--- src/mac_fixed_pkg.sv ---
// Q8.8 fixed-point sample and product types, fraction width
`default_nettype none

package mac_fixed_pkg;

    //////////////////////////////////////////////////////////////////////
    // number format
    //////////////////////////////////////////////////////////////////////

    // Q8.8 with 8 integer and 8 fraction bits
    localparam int FRAC_BITS    = 8;
    localparam int SAMPLE_BITS  = 16;
    localparam int PRODUCT_BITS = 2 * SAMPLE_BITS;

    // weights, activations, bias, partial sums and result
    typedef logic signed [SAMPLE_BITS-1:0] sample_t;

    // full product before rescale
    typedef logic signed [PRODUCT_BITS-1:0] product_t;

endpackage

`default_nettype wire

--- src/mac_geometry_pkg.sv ---
// array dimensions and lane-vector types built from them
`default_nettype none

package mac_geometry_pkg;

    import mac_fixed_pkg::*;

    //////////////////////////////////////////////////////////////////////
    // array shape
    //////////////////////////////////////////////////////////////////////

    localparam int LANES_PER_PE      = 4;
    localparam int PES_PER_CHANNEL   = 2;
    localparam int NUM_CHANNELS      = 2;
    localparam int LANES_PER_CHANNEL = LANES_PER_PE * PES_PER_CHANNEL;
    localparam int TOTAL_LANES       = LANES_PER_CHANNEL * NUM_CHANNELS;

    // lane 0 in the lowest 16 bits of every vector
    typedef sample_t [LANES_PER_PE-1:0]      pe_vec_t;
    typedef sample_t [LANES_PER_CHANNEL-1:0] channel_vec_t;
    typedef sample_t [TOTAL_LANES-1:0]       array_vec_t;

endpackage

`default_nettype wire

--- src/mac_pe.sv ---
// processing element with lane multiply, Q8.8 rescale and registered lane sum
`timescale 1ns/1ps
`default_nettype none

module mac_pe
    import mac_fixed_pkg::*, mac_geometry_pkg::*;
(
    input  logic    clk,
    input  logic    rst_n,
    input  logic    advance,
    input  pe_vec_t weights,
    input  pe_vec_t activations,
    output sample_t pe_sum
);

    product_t lane_prod   [LANES_PER_PE];
    sample_t  lane_scaled [LANES_PER_PE];
    sample_t  lane_total;

    //////////////////////////////////////////////////////////////////////
    // per-lane multiply
    //////////////////////////////////////////////////////////////////////

    // shift back to Q8.8 and keep the low 16 bits
    always_comb begin
        for (int i = 0; i < LANES_PER_PE; i++) begin
            lane_prod[i]   = product_t'($signed(weights[i])) *
                             product_t'($signed(activations[i]));
            lane_scaled[i] = sample_t'(lane_prod[i] >>> FRAC_BITS);
        end
    end

    // folded wrapping adder tree
    always_comb begin
        lane_total = '0;
        for (int i = 0; i < LANES_PER_PE; i++) begin
            lane_total = lane_total + lane_scaled[i];
        end
    end

    //////////////////////////////////////////////////////////////////////
    // stage 1 register
    //////////////////////////////////////////////////////////////////////

    always_ff @(posedge clk or negedge rst_n) begin
        if (!rst_n) begin
            pe_sum <= '0;
        end else if (advance) begin
            pe_sum <= lane_total;
        end
    end

endmodule

`default_nettype wire

--- src/mac_channel.sv ---
// channel of processing elements with registered channel sum
`timescale 1ns/1ps
`default_nettype none

module mac_channel
    import mac_fixed_pkg::*, mac_geometry_pkg::*;
(
    input  logic         clk,
    input  logic         rst_n,
    input  logic         advance,
    input  channel_vec_t weights,
    input  channel_vec_t activations,
    output sample_t      channel_sum
);

    sample_t pe_sums [PES_PER_CHANNEL];
    sample_t pe_total;

    //////////////////////////////////////////////////////////////////////
    // processing elements
    //////////////////////////////////////////////////////////////////////

    // element g owns lanes g*4 .. g*4+3 of this channel
    for (genvar g = 0; g < PES_PER_CHANNEL; g++) begin : g_pe
        mac_pe i_pe (
            .clk         (clk),
            .rst_n       (rst_n),
            .advance     (advance),
            .weights     (weights[g*LANES_PER_PE +: LANES_PER_PE]),
            .activations (activations[g*LANES_PER_PE +: LANES_PER_PE]),
            .pe_sum      (pe_sums[g])
        );
    end

    always_comb begin
        pe_total = '0;
        for (int p = 0; p < PES_PER_CHANNEL; p++) begin
            pe_total = pe_total + pe_sums[p];
        end
    end

    // stage 2 register
    always_ff @(posedge clk or negedge rst_n) begin
        if (!rst_n) begin
            channel_sum <= '0;
        end else if (advance) begin
            channel_sum <= pe_total;
        end
    end

endmodule

`default_nettype wire

--- config.mk ---
export PLATFORM = sky130hd
export DESIGN_NAME = mac_channel
export DESIGN_NICKNAME = d
export VERILOG_FILES = /design/src/mac_fixed_pkg.sv /design/src/mac_geometry_pkg.sv /design/src/mac_pe.sv /design/src/mac_channel.sv
export SDC_FILE = /design/constraint.sdc
export NUM_CORES = 2
export LEC_CHECK = 0
export BUFFER_PORTS_ARGS = -buffer_cell sky130_fd_sc_hd__buf_2
export CORE_MARGIN = 2
export CORE_UTILIZATION = 49
export CTS_CLUSTER_DIAMETER = 30
export DETAILED_ROUTE_END_ITERATION = 7
export PLACE_DENSITY = 0.69
export SLEW_MARGIN = 25
export SYNTH_ARGS = -nofsm -noshare
export SYNTH_HDL_FRONTEND = slang
export SYNTH_SLANG_ARGS = --single-unit
--- constraint.sdc ---
create_clock -name clk -period 4.2 [get_ports clk]
set_clock_uncertainty 0.05 [all_clocks]
set_input_delay 0.42 -clock clk [delete_from_list [all_inputs] [get_ports clk]]
set_output_delay 0.42 -clock clk [all_outputs]
set_load 0.01 [all_outputs]
==> results.py <==
metrics = {
    "worst_setup_path": {
        "r2r-start": "g_pe[0].i_pe.pe_sum[0]$_DFFE_PN0P_",
        "crit_slowest_cell": "fa_1",
        "max_stage_delay_ps": 540,
        "worstSetupPathType": "in2reg",
        "startpoint": "activations[117]",
        "worstPathRequired_ps": 4320,
        "crit_fanout": 7,
        "cp.buffers_inverters": 8,
        "end_kind": "register",
        "crit_arrival_ps": 8680,
        "cp-start-kind": "primary input",
        "critPathMostFrequentCell": "fa_1",
        "cp_top_family": "adder cells",
    },
    "clock_tree": {
        "cts_made_buffers": 5,
        "insertion_delay_ps": 290,
        "clock_sinks": 48,
        "cts_tree": "done",
        "cts_buffer_depth": 2,
        "htree_num_levels": 2,
        "clkTransAtPathRegs_ps": 70,
        "cts-root-buf": "clkbuf_16",
    },
    "timing": {
        "tns_ps": -97350,
        "fin_hold_ws_ps": 184,
        "hold_viol_final": 0,
        "setup_viol": 32,
        "worstMarginPinSlew_ps": 697,
        "final.min_clock_period_ps": 8550,
        "finalWorstSetupSlack_ps": -4350,
        "max_freq_ghz": 0.117,
        "slew_headroom_pct": 53.5,
        "fin_crit_sh_pct": 204,
        "final-max-slew-violation-count": 0,
        "rsz0062_at_grt": "true",
    },
    "placed_design": {
        "placed_area_um2": 74000,
        "io_buffers": 274,
        "hpwlAfterDp_mm": 150,
        "place_congestion": 0.926,
    },
    "yosys": {
        "avgSynthCellArea_um2": 8.96,
        "synth-main-ff-cell": "dfrtp_1",
        "synth_area_leader_cell": "fa_1",
        "ys_ff_latch": 48,
        "synth_nets": 9456,
        "syn_inst": 7043,
        "syn-cell-area_um2": 63100,
        "synth_warnings": 0,
        "synthDistinctLibCells": 60,
        "synth.top_cell.area_share_pct": 49.2,
        "synth-edff-count": 0,
        "ys_seq_area_share_pct": 1.90,
        "synth_area_leaders": "fa_1 (49%), ha_1 (12%), inv_1 (11%)",
        "ys_async_sr_fraction_pct": 100,
    },
    "global_route": {
        "antenna_found_initial": 14,
        "globalRouteOverflowTotal": 0,
        "grt_use_total_pct": 26.1,
        "grt_pass1_vias": 54010,
        "grt_pass1_wl_mm": 275,
        "grt_max_degree": 49,
    },
    "floorplanning": {
        "core_um2": 128000,
        "die_area_um2": 132000,
        "num_rows": 131,
        "num_io_pins": 275,
        "die_x_um": 363,
        "die_y_um": 363,
        "floorplan.initialDensity_pct": 49.4,
    },
    "routing": {
        "vias": 48803,
        "vias_per_cell": 4.99,
        "drt-pass1-iter-count": 5,
        "drc": 0,
        "ant_nets": 0,
        "drt-initial-drc-count": 2763,
        "wl_per_cell_um": 17.0,
        "wl_mm": 166,
    },
    "finish": {
        "multi_input_area_um2": 56000,
        "final_area_um2": 76500,
        "seq_area_um2": 1200,
        "fillCellCount": 10774,
        "nets": 10525,
        "final_util_pct": 59.9,
        "syn_to_final_growth_pct": 21.2,
        "drive_gt1_share_pct": 21.2,
    },
    "outcome": {
        "status": "finished with violations",
        "violations": "negative setup slack",
    },
    "run": {
        "cap_violations": 0,
    },
    "hold_path": {
        "hold_class": "in2async",
    },
}
-- timing repair --
item | 4_1_cts | 5_1_grt
gates cloned | 0 | 0
setup buffers | 51 | 27
gates resized for setup | 283 | 163
endpoints found under the setup margin | 32 | 32
pin swaps | 153 | 162
hold buffers | 0 | 0
-- registers in the layout, indices dropped and copies added (netlist names) --
register / count
g_pe.i_pe.pe_sum: 32
channel_sum: 16
-- worst register-to-register path, cell delays in order (launching register included) --
cell,delay [ps]
dfrtp_1,360
ha_1,170
inv_1,50
fa_1,390
nor2b_1,130
o21ai_0,100
a21boi_0,290
o21ai_1,130
a21boi_0,230
o21ai_0,140
a21boi_1,230
o21a_1,160
o21ai_1,90
a2111oi_0,590
o21ai_0,170
a31o_2,250
-- kinds of logic (layout without fill, tap and decap cells) --
kind of cell / count (synthesis) / after routing / synth area share [%]
mux: 34 / 34 / 0.613
simple gates: 2103 / 2103 / 16.4
buf+inv: 2118 / 3188 / 12.6
flops: 48 / 48 / 1.90
other cells: 0 / 9 / 0
xor+xnor: 318 / 318 / 4.50
compound gates: 268 / 268 / 2.80
fa+ha+maj: 2154 / 2154 / 61.2
-- path summary, 6_finish.rpt --
check,to,slack (ps),cells past startpoint
max in group asynchronous,g_pe[1].i_pe.pe_sum[10]$_DFFE_PN0P_,3450,2
min in group clk,g_pe[1].i_pe.pe_sum[5]$_DFFE_PN0P_,460,1
min reg2reg,g_pe[1].i_pe.pe_sum[5]$_DFFE_PN0P_,460,1
min,g_pe[0].i_pe.pe_sum[15]$_DFFE_PN0P_,180,2
max reg2reg,channel_sum[14]$_DFFE_PN0P_,550,15
max,g_pe[1].i_pe.pe_sum[15]$_DFFE_PN0P_,-4350,38
-- per-stage QoR --
stage               worst slack (ps)  cells
floorplan                      -4240   7043
global placement               -4790   9718
detailed placement             -4810   9718
CTS                            -4260   9769
global route                   -4670   9780
finish                         -4350   9784
-- final cells by class --
cell class | instances | share of cell area, %
multi-input combinational | 4877 | 73.2
timing repair buffer | 1324 | 13.1
inverter | 1856 | 9.11
tap | 1662 | 2.72
sequential | 48 | 1.57
clock buffer | 5 | 0.164
clock inverter | 3 | 0.0900
antenna | 9 | 0.0294
-- layout by cell type (no fill, tap or decap), types with 16 or more instances in the layout --
cell type	instances
buf_2	206
inv_2	33
and2_1	767
xnor2_1	218
nor2b_1	29
ha_1	528
buf_4	1003
a21o_1	38
ha_4	61
o21ai_0	22
nand4_1	17
and2_4	39
nor2_1	104
o21ai_1	22
mux2_4	23
nand2b_1	62
a21oi_1	43
fa_1	1526
inv_1	1821
dfrtp_1	48
xor2_1	66
fa_2	23
ha_2	16
o21a_1	20
nand2_1	951
xnor2_2	21
a21oi_2	30
nand2_2	18
nand3_1	20
buf_6	86
nor3_1	30
-- synth_stat cells (6+ instances only) --
library cell     n
o21a_1          21
nand2b_1        62
or3_1            6
mux2_2          33
nor2_1         126
o21bai_1         8
clkbuf_1       250
and3_1           7
o21ai_0         41
nor2b_1         33
a21o_1          38
xnor2_1        246
xor2_1          68
ha_1           605
a211oi_1         6
o21ai_1         16
a21oi_1         79
buf_2            9
fa_1          1549
a31oi_1          8
dfrtp_1         48
nand4_1         17
inv_1         1855
nand2_1        973
nor3_1          39
nand3_1         22
and2_1         805
-- per-layer routing --
metal | share of wire (%) | vias to the layer above | track usage (%) | wire (um)
li1 | - | 22354 | - | -
met1 | 43 | 24943 | 35.8 | 71700
met2 | 49 | 1239 | 44.7 | 80900
met3 | 5.3 | 259 | 2.94 | 8850
met4 | 2.7 | 8 | 5.83 | 4450
met5 | 0.029 | - | 0 | 48
Power is left out: the tool's default activity adds up to more than one toggle a clock period on the data nets, which glitch-free logic cannot reach.
