## config.mk

```make
export PLATFORM = sky130hd
export DESIGN_NAME = dot_accumulator
export DESIGN_NICKNAME = d
export VERILOG_FILES = /design/src/mac_fixed_pkg.sv /design/src/mac_geometry_pkg.sv /design/src/dot_accumulator.sv
export SDC_FILE = /design/constraint.sdc
export NUM_CORES = 1
export LEC_CHECK = 0
export ABC_CLOCK_PERIOD_IN_PS = 12000
export BUFFER_PORTS_ARGS = -buffer_cell sky130_fd_sc_hd__buf_2
export CORE_AREA = 3 3 93 104
export CTS_CLUSTER_SIZE = 25
export DETAILED_ROUTE_END_ITERATION = 10
export DIE_AREA = 0 0 96 107
export MAX_ROUTING_LAYER = met4
export PLACE_DENSITY = 0.87
export SYNTH_ARGS = -nofsm -noshare
export SYNTH_HDL_FRONTEND = slang
export SYNTH_SLANG_ARGS = --single-unit
export TNS_END_PERCENT = 10
```

## constraint.sdc

```tcl
create_clock -name clk -period 12 [get_ports clk]
set_clock_uncertainty 0.1 [all_clocks]
set_input_delay 2.4 -clock clk [delete_from_list [all_inputs] [get_ports clk]]
set_output_delay 2.4 -clock clk [all_outputs]
set_load 0.02 [all_outputs]
```

## src/mac_fixed_pkg.sv

```systemverilog
// Q8.8 fixed-point sample and product types, fraction width
`default_nettype none

package mac_fixed_pkg;

    //////////////////////////////////////////////////////////////////////
    // number format
    //////////////////////////////////////////////////////////////////////

    // Q8.8 with 8 integer and 8 fraction bits
    localparam int FRAC_BITS    = 8;
    localparam int SAMPLE_BITS  = 16;
    localparam int PRODUCT_BITS = 2 * SAMPLE_BITS;

    // weights, activations, bias, partial sums and result
    typedef logic signed [SAMPLE_BITS-1:0] sample_t;

    // full product before rescale
    typedef logic signed [PRODUCT_BITS-1:0] product_t;

endpackage

`default_nettype wire

```

## src/mac_geometry_pkg.sv

```systemverilog
// array dimensions and lane-vector types built from them
`default_nettype none

package mac_geometry_pkg;

    import mac_fixed_pkg::*;

    //////////////////////////////////////////////////////////////////////
    // array shape
    //////////////////////////////////////////////////////////////////////

    localparam int LANES_PER_PE      = 4;
    localparam int PES_PER_CHANNEL   = 2;
    localparam int NUM_CHANNELS      = 2;
    localparam int LANES_PER_CHANNEL = LANES_PER_PE * PES_PER_CHANNEL;
    localparam int TOTAL_LANES       = LANES_PER_CHANNEL * NUM_CHANNELS;

    // lane 0 in the lowest 16 bits of every vector
    typedef sample_t [LANES_PER_PE-1:0]      pe_vec_t;
    typedef sample_t [LANES_PER_CHANNEL-1:0] channel_vec_t;
    typedef sample_t [TOTAL_LANES-1:0]       array_vec_t;

endpackage

`default_nettype wire

```

## src/dot_accumulator.sv

```systemverilog
// cross-channel sum, valid tracking, beat accumulation, bias add, output handshake
`timescale 1ns/1ps
`default_nettype none

module dot_accumulator
    import mac_fixed_pkg::*, mac_geometry_pkg::*;
(
    input  logic    clk,
    input  logic    rst_n,
    input  sample_t channel_sums [NUM_CHANNELS],
    input  logic    in_valid,
    input  logic    in_last,
    input  sample_t bias,
    input  logic    out_ready,
    output logic    advance,
    output sample_t dot_product,
    output logic    out_valid
);

    // index 0 lines up with the element sums, 2 with beat_sum
    logic [2:0] stage_valid;
    logic [2:0] stage_last;
    sample_t    stage_bias [3];

    sample_t    cross_sum;
    sample_t    beat_sum;
    sample_t    running_total;
    logic       beat_done;
    logic       beat_closes;

    //////////////////////////////////////////////////////////////////////
    // back-pressure
    //////////////////////////////////////////////////////////////////////

    // whole array stalls only while a result waits unaccepted
    assign advance = !(out_valid && !out_ready);

    assign beat_done   = advance && stage_valid[2];
    assign beat_closes = beat_done && stage_last[2];

    //////////////////////////////////////////////////////////////////////
    // stage 3 and sideband shift
    //////////////////////////////////////////////////////////////////////

    always_comb begin
        cross_sum = '0;
        for (int c = 0; c < NUM_CHANNELS; c++) begin
            cross_sum = cross_sum + channel_sums[c];
        end
    end

    always_ff @(posedge clk or negedge rst_n) begin
        if (!rst_n) begin
            stage_valid <= '0;
        end else if (advance) begin
            stage_valid <= {stage_valid[1:0], in_valid};
        end
    end

    // last and bias ride along with the valid bits
    always_ff @(posedge clk) begin
        if (advance) begin
            stage_last    <= {stage_last[1:0], in_last};
            stage_bias[0] <= bias;
            stage_bias[1] <= stage_bias[0];
            stage_bias[2] <= stage_bias[1];
            beat_sum      <= cross_sum;
        end
    end

    //////////////////////////////////////////////////////////////////////
    // accumulation and result
    //////////////////////////////////////////////////////////////////////

    // a last beat clears the total for the next dot product
    always_ff @(posedge clk or negedge rst_n) begin
        if (!rst_n) begin
            running_total <= '0;
            out_valid     <= 1'b0;
        end else begin
            if (advance) begin
                out_valid <= beat_closes;
            end
            if (beat_closes) begin
                running_total <= '0;
            end else if (beat_done) begin
                running_total <= running_total + beat_sum;
            end
        end
    end

    // held while the consumer stalls, replaced on the accepting edge
    always_ff @(posedge clk) begin
        if (beat_closes) begin
            dot_product <= running_total + beat_sum + stage_bias[2];
        end
    end

endmodule

`default_nettype wire

```

==> results.txt, run 1 <==
----------------------------------------------------
[Logic synthesis]
  Synth Net Count ... 527
  Synth top area share ... between 40% and 50%
  Count of yosys warnings during synthesis ... 0
  Average cell area after synthesis ... about 13 µm²
  Complex-gate fraction of the synthesized area ... 15.5%
  Number of flops mapped to enable cells by yosys ... 83
  Flops & latches, synth ... ~100
  Dominant combinational cell family by area after synthesis ... compound AO/OA/AOI/OAI gates
  Adder and majority cell fraction of the synthesized area ... between 10% and 20%
  Synthesized area ... approximately 5300 µm²
  Count of different cell masters after synthesis ... 46
  Post-synthesis sequential area ratio ... a little under three fifths
  Cell count after synthesis ... approximately 420
  Ys flop type ... sky130_fd_sc_hd__edfxtp_1
  Proportion of synthesized flip-flops having asynchronous set or reset ... between 10% and 20%
  Synth area leaders ... sky130_fd_sc_hd__edfxtp_1, sky130_fd_sc_hd__ha_1, sky130_fd_sc_hd__dfrtp_1
  Post-synthesis mux area share ... less than 1%
  Simple logic cell fraction of the synthesized area ... under 10%
  Cell type with the highest aggregate area in the netlist ... sky130_fd_sc_hd__edfxtp_1
  XOR/XNOR Fraction of Synth Area ... a little under 7%

[Cells and area]
  Synth-to-Final Area Change ... 13.0%
  Ant. Diodes ... 0
  Total of fill cells in the finished design ... approximately 630
  Leading cell types in the layout, fill and taps excluded ... sky130_fd_sc_hd__edfxtp_1, sky130_fd_sc_hd__buf_2, sky130_fd_sc_hd__ha_1
  Most common library cell in the layout ignoring fill and taps ... sky130_fd_sc_hd__edfxtp_1
  Total number of nets in the final design ... about 600
  Share of cells above drive strength 1 ... between 10% and 20%

[Setup path]
  CP cell instances ... buf_2 > nand2b_4 > buf_2
  CP Buf/Inv Count ... 2
  Critical-path cell with the highest stage delay ... sky130_fd_sc_hd__buf_2
  WP data required ... between 9 and 10 ns
  Arrival time at the worst endpoint ... about 2.8 ns
  Critical Path Sink Type ... output port
  Cell with the most instances on the worst path ... sky130_fd_sc_hd__buf_2
  Nature of the critical path startpoint ... primary input
  Maximum fanout count along the critical path ... 3
  Startpoint-to-endpoint class of the critical path ... primary input to output port
  Kind of cell adding the most delay to the critical path ... buffers and inverters
  CP peak stage delay ... ~0.16 ns
  Reg-to-reg setup timing slack ... roughly 7.4 ns

[Timing]
  Unrepaired setup endpoints after global routing ... false
  Crit path time final ... approximately 5.3 ns
  Remaining max-slew budget at the tightest pin ... 42.7%
  Share of the clock period used by the worst path ... around 44%
  Achievable clock frequency ... 188 MHz
  TNS Setup ... 0 ns
  Slew of the pin with the lowest slew margin ... about 0.86 ns
  Final Hold Viols ... 0
  Number of pins exceeding their max-slew limit in the final report ... 0
  Final setup fails ... 0

[Power and ir drop]
  Switch share ... ~40%
  Proportion of power drawn by flip-flops and latches ... 34.9%
  Power density over the cells ... ~300 nW/µm²
  Net switching power of the design ... around 0.72 mW
  Leakage component of the power ... ~2.6 nW
  Worst-case vdd ir drop ... roughly 0.12 mV
  Internal power component ... 1.10 mW
  Total power of the final layout ... around 1.8 mW
  Combinational share of power ... roughly 53%
  Clock power share ... about an eighth

[Detailed routing]
  Vias per Instance ... approximately 5.5
  WL/cell ... ~15 µm
  Vias after detailed routing ... between 3,000 and 4,000
  Post-route DRC ... 0
  Antenna-violating nets left ... 0
  Length of the first detailed-routing pass in iterations ... 4
  Drt first-iter violations ... ~150
  Total Routed Length ... around 9400 µm

[Placed design]
  Number of input and output port buffers inserted ... 70
  GP Congestion ... 0.884
  Half-perimeter wire length after detailed placement ... just over 7000 µm

[Clock network]
  Root Buffer ... sky130_fd_sc_hd__clkbuf_8
  TritonCTS clock tree ... yes
  Count of cells resized by post-cts repair ... 0
  Clock slew at reported path FFs ... roughly 0.09 ns
  Clock latency of the later-clocked register in the worst-skew pair ... between 0.3 and 0.4 ns
  Sink Count ... approximately 100
  CTS Hold Bufs ... 0
  Clock buffer count from CTS ... 9
  Buffer levels on the longest clock path ... 2
  Number of H-tree branching levels ... 3
  Setup Buffers After CTS ... 0

[Floorplanning]
  Core Area ... just under 9000 µm²
  Number of rows created at floorplan ... 36
  Starting utilization of the core area ... a little over 60%
  Floorplan die height ... 107 µm
  DIE AREA ... roughly 10,000 µm²
  Width of the die ... approximately 96 µm
  Top-Level Pins ... slightly above 70

[Global route]
  Pin count of the biggest net entering global routing ... 74
  Global-route wire length before repair ... around 16,000 µm
  Number of global-route vias before repair ... between 3,000 and 4,000
  Initial antenna violation count ... 0
  Overflow left after global routing ... 0
  GR Util All Layers ... 20.6%

[Outcome]
  Result of the run ... finished clean

[Job]
  Max-capacitance violation count ... 0

[Hold path]
  Min-delay worst type ... flip-flop to flip-flop

----------------------------------------------------
## worst reg2reg max path: stages, from the launching register on
cell	delay, ns
sky130_fd_sc_hd__edfxtp_1	0.39
sky130_fd_sc_hd__ha_1	0.27
sky130_fd_sc_hd__fa_1	0.41
sky130_fd_sc_hd__a21o_1	0.18
sky130_fd_sc_hd__a21oi_1	0.21
sky130_fd_sc_hd__o21bai_1	0.12
sky130_fd_sc_hd__o41ai_1	0.68
sky130_fd_sc_hd__o21ai_0	0.25
sky130_fd_sc_hd__xnor2_1	0.25
sky130_fd_sc_hd__inv_1	0.11
sky130_fd_sc_hd__ha_1	0.34
sky130_fd_sc_hd__nand2_1	0.08
sky130_fd_sc_hd__nor2_1	0.17
sky130_fd_sc_hd__o2111a_1	0.25
sky130_fd_sc_hd__o21ai_0	0.13
sky130_fd_sc_hd__o21ai_0	0.20
sky130_fd_sc_hd__a21oi_1	0.11
sky130_fd_sc_hd__xnor2_1	0.12
## sequential cells by signal (all words and copies together), names as in the netlist
signal         count
stage_last         3
stage_valid        3
running_total     16
dot_product       16
out_valid          1
stage_bias        48
beat_sum          16
## synth_stat cells (all sizes together) (8+ instances only)
master  number
xor2         8
a21o        11
xnor2       33
a21oi       30
nand3        9
ha          47
o21ai       29
inv         22
nand2       22
nor2        22
edfxtp      83
a22o        10
dfrtp       20
## worst paths after layout
path                                    from           endpoint  depth (start not counted)
min reg2reg                stage_bias[0][26]  stage_bias[0][42]                          0
max in group asynchronous              rst_n   running_total[8]                          1
min in group asynchronous              rst_n  running_total[15]                          1
max reg2reg                      beat_sum[0]    dot_product[15]                         17
min                        stage_bias[0][26]  stage_bias[0][42]                          0
max                                out_ready            advance                          3
## cell type report
cell class                 instances  area, µm²  share of cell area, %
inverter                          22       82.6                   1.38
sequential                       103       2990                   49.8
clock inverter                     6       67.6                   1.13
clock buffer                      10        138                   2.29
timing repair buffer              71        358                   5.96
tap                              114        143                   2.38
multi-input combinational        293       2220                   37.0
## power groups by stage
stage | clock network, mW | logic [mW] | registers [mW]
after global placement | 0 | 0.912 | 0.638
after floorplan | 0 | 0.722 | 0.666
final | 0.219 | 0.962 | 0.634
after detailed placement | 0 | 0.958 | 0.641
after CTS | 0.225 | 0.963 | 0.635
after global routing | 0.238 | 1.09 | 0.647
## kinds of logic after synthesis
| kind of cell | after synthesis |
|---|---|
| flip-flops | 103 |
| AND/OR/NAND/NOR | 75 |
| XOR/XNOR | 41 |
| buffers and inverters | 28 |
| adder cells (fa/ha/maj) | 50 |
| AO/OA/AOI/OAI | 124 |
| multiplexers | 3 |
## metrics by stage
stage                     hold slack [ns]  instances  area (µm²)  setup WS [ns]  utilization, %
after CTS                           0.327        619        6000           6.67            68.4
after detailed placement            0.305        603        5800           6.67            66.0
final                               0.327        619        6000           6.68            68.4
after global placement              0.302        603        5800           6.68            66.0
after floorplan                     0.300        424        5320           4.85               -
after global routing                0.335        619        6000           6.67            68.4
## metal layers
layer	vias to the layer above	track usage (%)	share of wire (%)
met5	-	-	0
met4	0	6.40	0.87
met3	7	3.44	3.5
met2	75	33.6	51
met1	1610	26.3	45
li1	1742	-	-
Power figures use the tool's default switching activity.
==> run 2, diff against run 1 <==
- ABC_CLOCK_PERIOD_IN_PS: 12000 -> 5400
- CORE_AREA: 3 3 93 104 -> 3 3 96 107
- DIE_AREA: 0 0 96 107 -> 0 0 99 110
- PLACE_DENSITY: 0.87 -> 0.83
- clock period: 12 -> 5.4 ns (I/O delays scaled with it)
==> run 2 against run 1 <==
  * Utilization decreased by 3.6 points
  * Via count increased by 1.1%
  * Hold slack got worse by 0.0030 ns
  * Critical path type is now flip-flop to flip-flop
  * Largest cell class unchanged
==> results.txt, run 2 (same netlist as run 1, synthesis figures left out) <==
----------------------------------------------------
[Cells and area]
  Largest reg by FF count ... stage_bias (unchanged)
  Share of cells above drive strength 1 ... 18.8% (about the same)
  Most common library cell in the layout ignoring fill and taps ... sky130_fd_sc_hd__edfxtp_1 (unchanged)
  Total number of nets in the final design ... 604 (was 603)
  Synth-to-Final Area Change ... 13.5% (was 13.0%)
  Flip-flop count of the largest register after layout ... 48 (unchanged)
  Ant. Diodes ... 0 (unchanged)
  Leading cell types in the layout, fill and taps excluded ... sky130_fd_sc_hd__edfxtp_1, sky130_fd_sc_hd__buf_2, sky130_fd_sc_hd__ha_1 (unchanged)
  Area of all placed cells without fillers ... 6030 µm² (was 6000 µm²)

[Detailed routing]
  Post-route DRC ... 0 (unchanged)
  Length of the first detailed-routing pass in iterations ... 4 (unchanged)
  Vias per Instance ... 5.57 (was 5.55)
  Total Routed Length ... 9290 µm (was 9420 µm)
  Vias after detailed routing ... 3,471 (was 3,434)
  WL/cell ... 14.9 µm (was 15.2 µm)
  Drt first-iter violations ... 256 (was 153)
  Antenna-violating nets left ... 0 (unchanged)

[Clock network]
  Clock buffer count from CTS ... 9 (unchanged)
  Clock latency of the later-clocked register in the worst-skew pair ... 0.37 ns (was 0.36 ns)
  Root Buffer ... sky130_fd_sc_hd__clkbuf_8 (unchanged)
  Number of H-tree branching levels ... 3 (unchanged)
  Count of cells resized by post-cts repair ... 0 (unchanged)
  Setup Buffers After CTS ... 0 (unchanged)
  Sink Count ... 103 (unchanged)
  TritonCTS clock tree ... yes (unchanged)
  Buffer levels on the longest clock path ... 2 (unchanged)
  CTS Hold Bufs ... 0 (unchanged)
  Clock slew at reported path FFs ... 0.09 ns (about the same)

[Timing]
  Crit path time final ... 4.40 ns
  Achievable clock frequency ... around 230 MHz
  Share of the clock period used by the worst path ... roughly four fifths
  TNS Setup ... 0 ns (unchanged)
  Unrepaired setup endpoints after global routing ... false (unchanged)
  Remaining max-slew budget at the tightest pin ... 48.0% (was 42.7%)
  Slew of the pin with the lowest slew margin ... 0.770 ns (was 0.860 ns)
  Final Hold Viols ... 0 (unchanged)
  Number of pins exceeding their max-slew limit in the final report ... 0 (unchanged)
  Final setup fails ... 0 (unchanged)

[Floorplanning]
  Top-Level Pins ... 71 (unchanged)
  Floorplan die height ... 110 µm (was 107 µm)
  Number of rows created at floorplan ... 37 (was 36)
  DIE AREA ... 10,900 µm² (was 10,300 µm²)
  Width of the die ... 99 µm (was 96 µm)
  Core Area ... 9310 µm² (was 8780 µm²)
  Starting utilization of the core area ... 57.1% (was 60.5%)

[Setup path]
  Critical register-to-register path endpoint ... dot_product[15] (unchanged)
  Critical Path Sink Type ... flip-flop (was output port)
  Maximum fanout count along the critical path ... 4 (was 3)
  Startpoint-to-endpoint class of the critical path ... flip-flop to flip-flop (was primary input to output port)
  Depth of the most critical reg-to-reg path ... 17 (unchanged)
  Arrival time at the worst endpoint ... 4.43 ns (was 2.82 ns)
  WP data required ... 5.43 ns (was 9.50 ns)
  Source of the worst register-to-register timing path ... beat_sum[0] (unchanged)
  Reg-to-reg setup timing slack ... 1.00 ns (was 7.39 ns)
  Nature of the critical path startpoint ... flip-flop (was primary input)

[Placed design]
  Number of input and output port buffers inserted ... 70 (unchanged)
  Half-perimeter wire length after detailed placement ... 7020 µm (was 7090 µm)
  Placed cell area ... 5810 µm² (was 5800 µm²)
  GP Congestion ... 0.928 (was 0.884)

[Global route]
  Number of global-route vias before repair ... 3,394 (was 3,413)
  Global-route wire length before repair ... 15,800 µm (about the same)
  Overflow left after global routing ... 0 (unchanged)
  Pin count of the biggest net entering global routing ... 41 (was 74)
  Initial antenna violation count ... 0 (unchanged)
  GR Util All Layers ... 19.0% (was 20.6%)

[Power and ir drop]
  Combinational share of power ... 52.8% (was 53.0%)
  Switch share ... 39.2% (was 39.6%)
  Net switching power of the design ... 1.60 mW (was 0.719 mW)
  Internal power component ... 2.49 mW (was 1.10 mW)
  Clock power share ... 12.7% (was 12.1%)
  Proportion of power drawn by flip-flops and latches ... 34.5% (was 34.9%)
  Leakage component of the power ... 2.60 nW (was 2.58 nW)
  Worst-case vdd ir drop ... 0.247 mV (was 0.120 mV)
  Power density over the cells ... 678 nW/µm² (was 302 nW/µm²)

[Outcome]
  Result of the run ... finished clean (unchanged)

[Hold path]
  Origin of the worst min-delay path ... stage_bias[0][14] (was stage_bias[0][26])
  Worst Hold Depth ... 0 (unchanged)
  Endpoint of the worst hold-timing path ... stage_bias[0][30] (was stage_bias[0][42])
  Min-delay worst type ... flip-flop to flip-flop (unchanged)

[Job]
  Max-capacitance violation count ... 0 (unchanged)

----------------------------------------------------
run 2: cell count changes in the layout (fill, tap and decap cells not counted):
cell	change
sky130_fd_sc_hd__inv_6	-1
sky130_fd_sc_hd__buf_4	+1
sky130_fd_sc_hd__bufinv_16	+1
sky130_fd_sc_hd__clkinv_2	+1
sky130_fd_sc_hd__clkinvlp_4	-2
sky130_fd_sc_hd__clkinv_1	+1
run 2: per-stage QoR:
step / hold slack [ns] / cells / total power, mW / worst slack [ns] / utilization (%)
after floorplan: 0.300 / 424 / 3.08 / 0.860 / -
after global placement: 0.302 / 607 / 3.45 / 1.14 / 62.4
after detailed placement: 0.305 / 607 / 3.57 / 1.05 / 62.4
after CTS: 0.325 / 623 / 4.10 / 1.02 / 64.8
after global routing: 0.330 / 623 / 4.41 / 0.498 / 64.8
final: 0.324 / 623 / 4.09 / 1.00 / 64.8
run 2: cell type report:
class                   count  area [µm²]
fillers                   693        3270
well taps                 117         146
repair buffers             72         365
inverters                  22        82.6
clock inverters             6        82.6
flip-flops and latches    103        2990
clock buffers              10         138
multi-input cells         293        2220
run 2: power groups by stage:
stage	registers, mW	logic [mW]	clock network [mW]
floorplan	1.48	1.61	0
global placement	1.42	2.03	0
detailed placement	1.43	2.15	0
CTS	1.41	2.15	0.534
global route	1.44	2.41	0.565
finish	1.41	2.16	0.520
run 2: critical path, stage by stage, from the launching register on:
cell and delay (ns):
sky130_fd_sc_hd__edfxtp_1 0.39, sky130_fd_sc_hd__ha_1 0.27, sky130_fd_sc_hd__fa_1 0.42, sky130_fd_sc_hd__a21o_1 0.18, sky130_fd_sc_hd__a21oi_1 0.21, sky130_fd_sc_hd__o21bai_1 0.12
sky130_fd_sc_hd__o41ai_1 0.65, sky130_fd_sc_hd__o21ai_0 0.23, sky130_fd_sc_hd__xnor2_1 0.23, sky130_fd_sc_hd__inv_1 0.09, sky130_fd_sc_hd__ha_1 0.33, sky130_fd_sc_hd__nand2_1 0.08
sky130_fd_sc_hd__nor2_1 0.16, sky130_fd_sc_hd__o2111a_1 0.22, sky130_fd_sc_hd__o21ai_0 0.10, sky130_fd_sc_hd__o21ai_0 0.16, sky130_fd_sc_hd__a21oi_1 0.11, sky130_fd_sc_hd__xnor2_1 0.12
run 2: how the worst max path moves through the flow:
stage | start | to | cells after the start
floorplan | out_ready | running_total[11] | 5
global placement | beat_sum[0] | dot_product[15] | 17
detailed placement | beat_sum[0] | dot_product[15] | 17
CTS | beat_sum[0] | dot_product[15] | 17
global route | beat_sum[0] | dot_product[15] | 17
finish | beat_sum[0] | dot_product[15] | 17
run 2: routing by layer:
layer	wire (µm)	GRT usage, %	vias to the layer above
li1	-	-	1732
met1	4040	23.3	1623
met2	4510	31.3	103
met3	530	3.40	13
met4	197	8.39	0
met5	0	-	-
==> run 3, diff against run 2 <==
- ABC_CLOCK_PERIOD_IN_PS: 5400 -> 4500
- clock period: 5.4 -> 4.5 ns (I/O delays scaled with it)
==> run 3 against run 2 <==
  * Hold slack lost 0.00056 ns
  * Die area is the same
  * Register-to-register slack lost 0.74 ns
  * Sequential share of layout area grew 0.23 points
==> results.txt, run 3 (same netlist as run 1, synthesis figures left out) <==
----------------------------------------------------
[Floorplanning]
  DIE AREA ... 10,900 µm² (unchanged)
  Top-Level Pins ... 71 (unchanged)
  Number of rows created at floorplan ... 37 (unchanged)
  Floorplan die height ... 110 µm (unchanged)
  Width of the die ... 99 µm (unchanged)
  Core Area ... 9310 µm² (unchanged)
  Starting utilization of the core area ... 57.1% (unchanged)

[Global route]
  Met2 track utilization from global routing ... 31.7% (was 31.3%)
  Overflow left after global routing ... 0 (unchanged)
  Global-route wire length before repair ... 16,000 µm (was 15,800 µm)
  Number of global-route vias before repair ... 3,457 (was 3,394)
  Initial antenna violation count ... 0 (unchanged)
  Most utilized layer in the global route result ... met2 (unchanged)
  Met1 track utilization from global routing ... 23.5% (was 23.3%)
  Met3 Resource Use GR ... 3.90% (was 3.40%)
  Pin count of the biggest net entering global routing ... 42 (was 41)
  GR Util All Layers ... 19.2% (was 19.0%)

[Cells and area]
  Most common library cell in the layout ignoring fill and taps ... sky130_fd_sc_hd__edfxtp_1 (unchanged)
  Utilization after layout ... 64.5% (was 64.8%)
  Total of fill cells in the finished design ... 697 (was 693)
  Share of cells above drive strength 1 ... 18.7% (was 18.8%)
  Ant. Diodes ... 0 (unchanged)
  Area of all placed cells without fillers ... 6000 µm² (was 6030 µm²)
  Total number of nets in the final design ... 605 (was 604)
  Cell Count, Final, Fillers Out ... 624 (was 623)
  Leading cell types in the layout, fill and taps excluded ... sky130_fd_sc_hd__edfxtp_1, sky130_fd_sc_hd__buf_2, sky130_fd_sc_hd__ha_1 (unchanged)
  Synth-to-Final Area Change ... 12.9% (was 13.5%)
  Flip-flop count of the largest register after layout ... 48 (unchanged)
  Largest reg by FF count ... stage_bias (unchanged)

[Detailed routing]
  Post-route DRC ... 0 (unchanged)
  Drt first-iter violations ... 294 (was 256)
  Vias per Instance ... 5.63 (was 5.57)
  Total Routed Length ... 9480 µm (was 9290 µm)
  WL/cell ... 15.2 µm (was 14.9 µm)
  Antenna-violating nets left ... 0 (unchanged)
  Vias after detailed routing ... 3,511 (was 3,471)
  Length of the first detailed-routing pass in iterations ... 4 (unchanged)

[Setup path]
  Startpoint-to-endpoint class of the critical path ... flip-flop to flip-flop (unchanged)
  CP cell instances ... ha_1 > fa_1 > a21o_1 > a21oi_1 > o21bai_1 > a21oi_1 > xnor2_1 > ha_1 > a2111oi_1 > o21ai_0 > o2111a_1 > o21ai_1 > o21ai_0 > a21oi_1 > xnor2_1 (was ha_1 > fa_1 > a21o_1 > a21oi_1 > o21bai_1 > o41ai_1 > o21ai_0 > xnor2_1 > inv_1 > ha_1 > nand2_1 > nor2_1 > o2111a_1 > o21ai_0 > o21ai_0 > a21oi_1 > xnor2_1)
  Cell with the most instances on the worst path ... sky130_fd_sc_hd__a21oi_1 (was sky130_fd_sc_hd__o21ai_0)
  WP data required ... 4.52 ns (was 5.43 ns)
  CP peak stage delay ... 0.52 ns (was 0.65 ns)
  Source of the worst register-to-register timing path ... beat_sum[0] (unchanged)
  Nature of the critical path startpoint ... flip-flop (unchanged)
  Arrival time at the worst endpoint ... 4.25 ns (was 4.43 ns)
  Critical-path cell with the highest stage delay ... sky130_fd_sc_hd__a2111oi_1 (was sky130_fd_sc_hd__o41ai_1)
  Depth of the most critical reg-to-reg path ... 15 (was 17)
  Reg-to-reg setup timing slack ... 0.27 ns (was 1.00 ns)
  Kind of cell adding the most delay to the critical path ... compound AO/OA/AOI/OAI gates (unchanged)
  Critical Path Sink Type ... flip-flop (unchanged)
  Maximum fanout count along the critical path ... 4 (unchanged)
  CP Buf/Inv Count ... 0 (was 1)
  Critical register-to-register path endpoint ... dot_product[15] (unchanged)

[Outcome]
  Result of the run ... finished clean (unchanged)

[Timing]
  Worst Hold Slack ... 0.323 ns (was 0.324 ns)
  Final setup fails ... 0 (unchanged)
  Slew of the pin with the lowest slew margin ... 0.636 ns (was 0.770 ns)
  Crit path time final ... 4.23 ns (was 4.40 ns)
  Least setup slack across all paths after layout ... 0.268 ns (was 1.00 ns)
  Unrepaired setup endpoints after global routing ... false (unchanged)
  TNS Setup ... 0 ns (unchanged)
  Share of the clock period used by the worst path ... 94.0% (was 81.4%)
  Achievable clock frequency ... 236 MHz (was 227 MHz)
  Number of pins exceeding their max-slew limit in the final report ... 0 (unchanged)
  Final Hold Viols ... 0 (unchanged)
  Remaining max-slew budget at the tightest pin ... 57.5% (was 48.0%)

[Power and ir drop]
  Worst-case vdd ir drop ... 0.297 mV (was 0.247 mV)
  Clock power share ... 10.7% (was 12.7%)
  Internal power component ... 2.90 mW (was 2.49 mW)
  Power density over the cells ... 804 nW/µm² (was 678 nW/µm²)
  Net switching power of the design ... 1.93 mW (was 1.60 mW)
  Switch share ... 39.9% (was 39.2%)
  Total power of the final layout ... 4.83 mW (was 4.09 mW)
  Proportion of power drawn by flip-flops and latches ... 35.0% (was 34.5%)
  Leakage component of the power ... 2.59 nW (was 2.60 nW)
  Combinational share of power ... 54.3% (was 52.8%)

[Placed design]
  Half-perimeter wire length after detailed placement ... 7190 µm (was 7020 µm)
  Worst Setup Slack post-DPL ... 0.342 ns (was 1.05 ns)
  Number of input and output port buffers inserted ... 70 (unchanged)
  Placed cell area ... 5820 µm² (was 5810 µm²)
  Inst Count DP ... 608 (was 607)
  GP Congestion ... 0.910 (was 0.928)

[Clock network]
  Clock latency of the later-clocked register in the worst-skew pair ... 0.36 ns (was 0.37 ns)
  Sink Count ... 103 (unchanged)
  Setup Buffers After CTS ... 0 (unchanged)
  Clock buffer count from CTS ... 9 (unchanged)
  Buffer levels on the longest clock path ... 2 (unchanged)
  TritonCTS clock tree ... yes (unchanged)
  Root Buffer ... sky130_fd_sc_hd__clkbuf_8 (unchanged)
  Number of H-tree branching levels ... 3 (unchanged)
  Clock slew at reported path FFs ... 0.09 ns (about the same)

[Hold path]
  Origin of the worst min-delay path ... stage_bias[0][12] (was stage_bias[0][14])
  Worst Hold Depth ... 0 (unchanged)
  Endpoint of the worst hold-timing path ... stage_bias[0][28] (was stage_bias[0][30])
  Min-delay worst type ... flip-flop to flip-flop (unchanged)

[Job]
  Max-capacitance violation count ... 0 (unchanged)

----------------------------------------------------
[run 3: timing repair]
action,CTS,global route
endpoints found under the setup margin,0,1
resized for setup,0,3
hold buffers,0,0
[run 3: how the worst max path moves through the flow]
stage | startpoint | end | slack [ns] | depth (start not counted)
after floorplan | out_ready | running_total[11] | 0.14 | 5
after global placement | beat_sum[0] | dot_product[15] | 0.55 | 18
after detailed placement | beat_sum[0] | dot_product[15] | 0.34 | 18
after CTS | beat_sum[0] | dot_product[15] | 0.23 | 15
after global routing | beat_sum[0] | dot_product[15] | 0.11 | 15
final | beat_sum[0] | dot_product[15] | 0.27 | 15
[run 3: metal layers]
metal | wire length, µm | vias up
met4 | 191 | 0
met3 | 545 | 17
met2 | 4700 | 124
met5 | 0 | -
li1 | - | 1747
met1 | 4040 | 1623
[run 3: power by group through the flow]
stage | combinational (mW) | clock (mW) | sequential (mW)
2_1_floorplan | 1.93 | 0 | 1.78
3_3_place_gp | 2.45 | 0 | 1.70
3_5_place_dp | 2.59 | 0 | 1.71
4_1_cts | 2.61 | 0.532 | 1.70
5_1_grt | 2.92 | 0.571 | 1.72
6_report | 2.62 | 0.515 | 1.69
[run 3: cell type report]
type	count	area (µm²)	area share (%)
clock buffer	13	159	2.65
clock inverter	3	17.5	0.292
inverter	22	82.6	1.38
multi-input combinational	293	2230	37.2
sequential	103	2990	49.9
tap	117	146	2.44
timing repair buffer	73	373	6.21
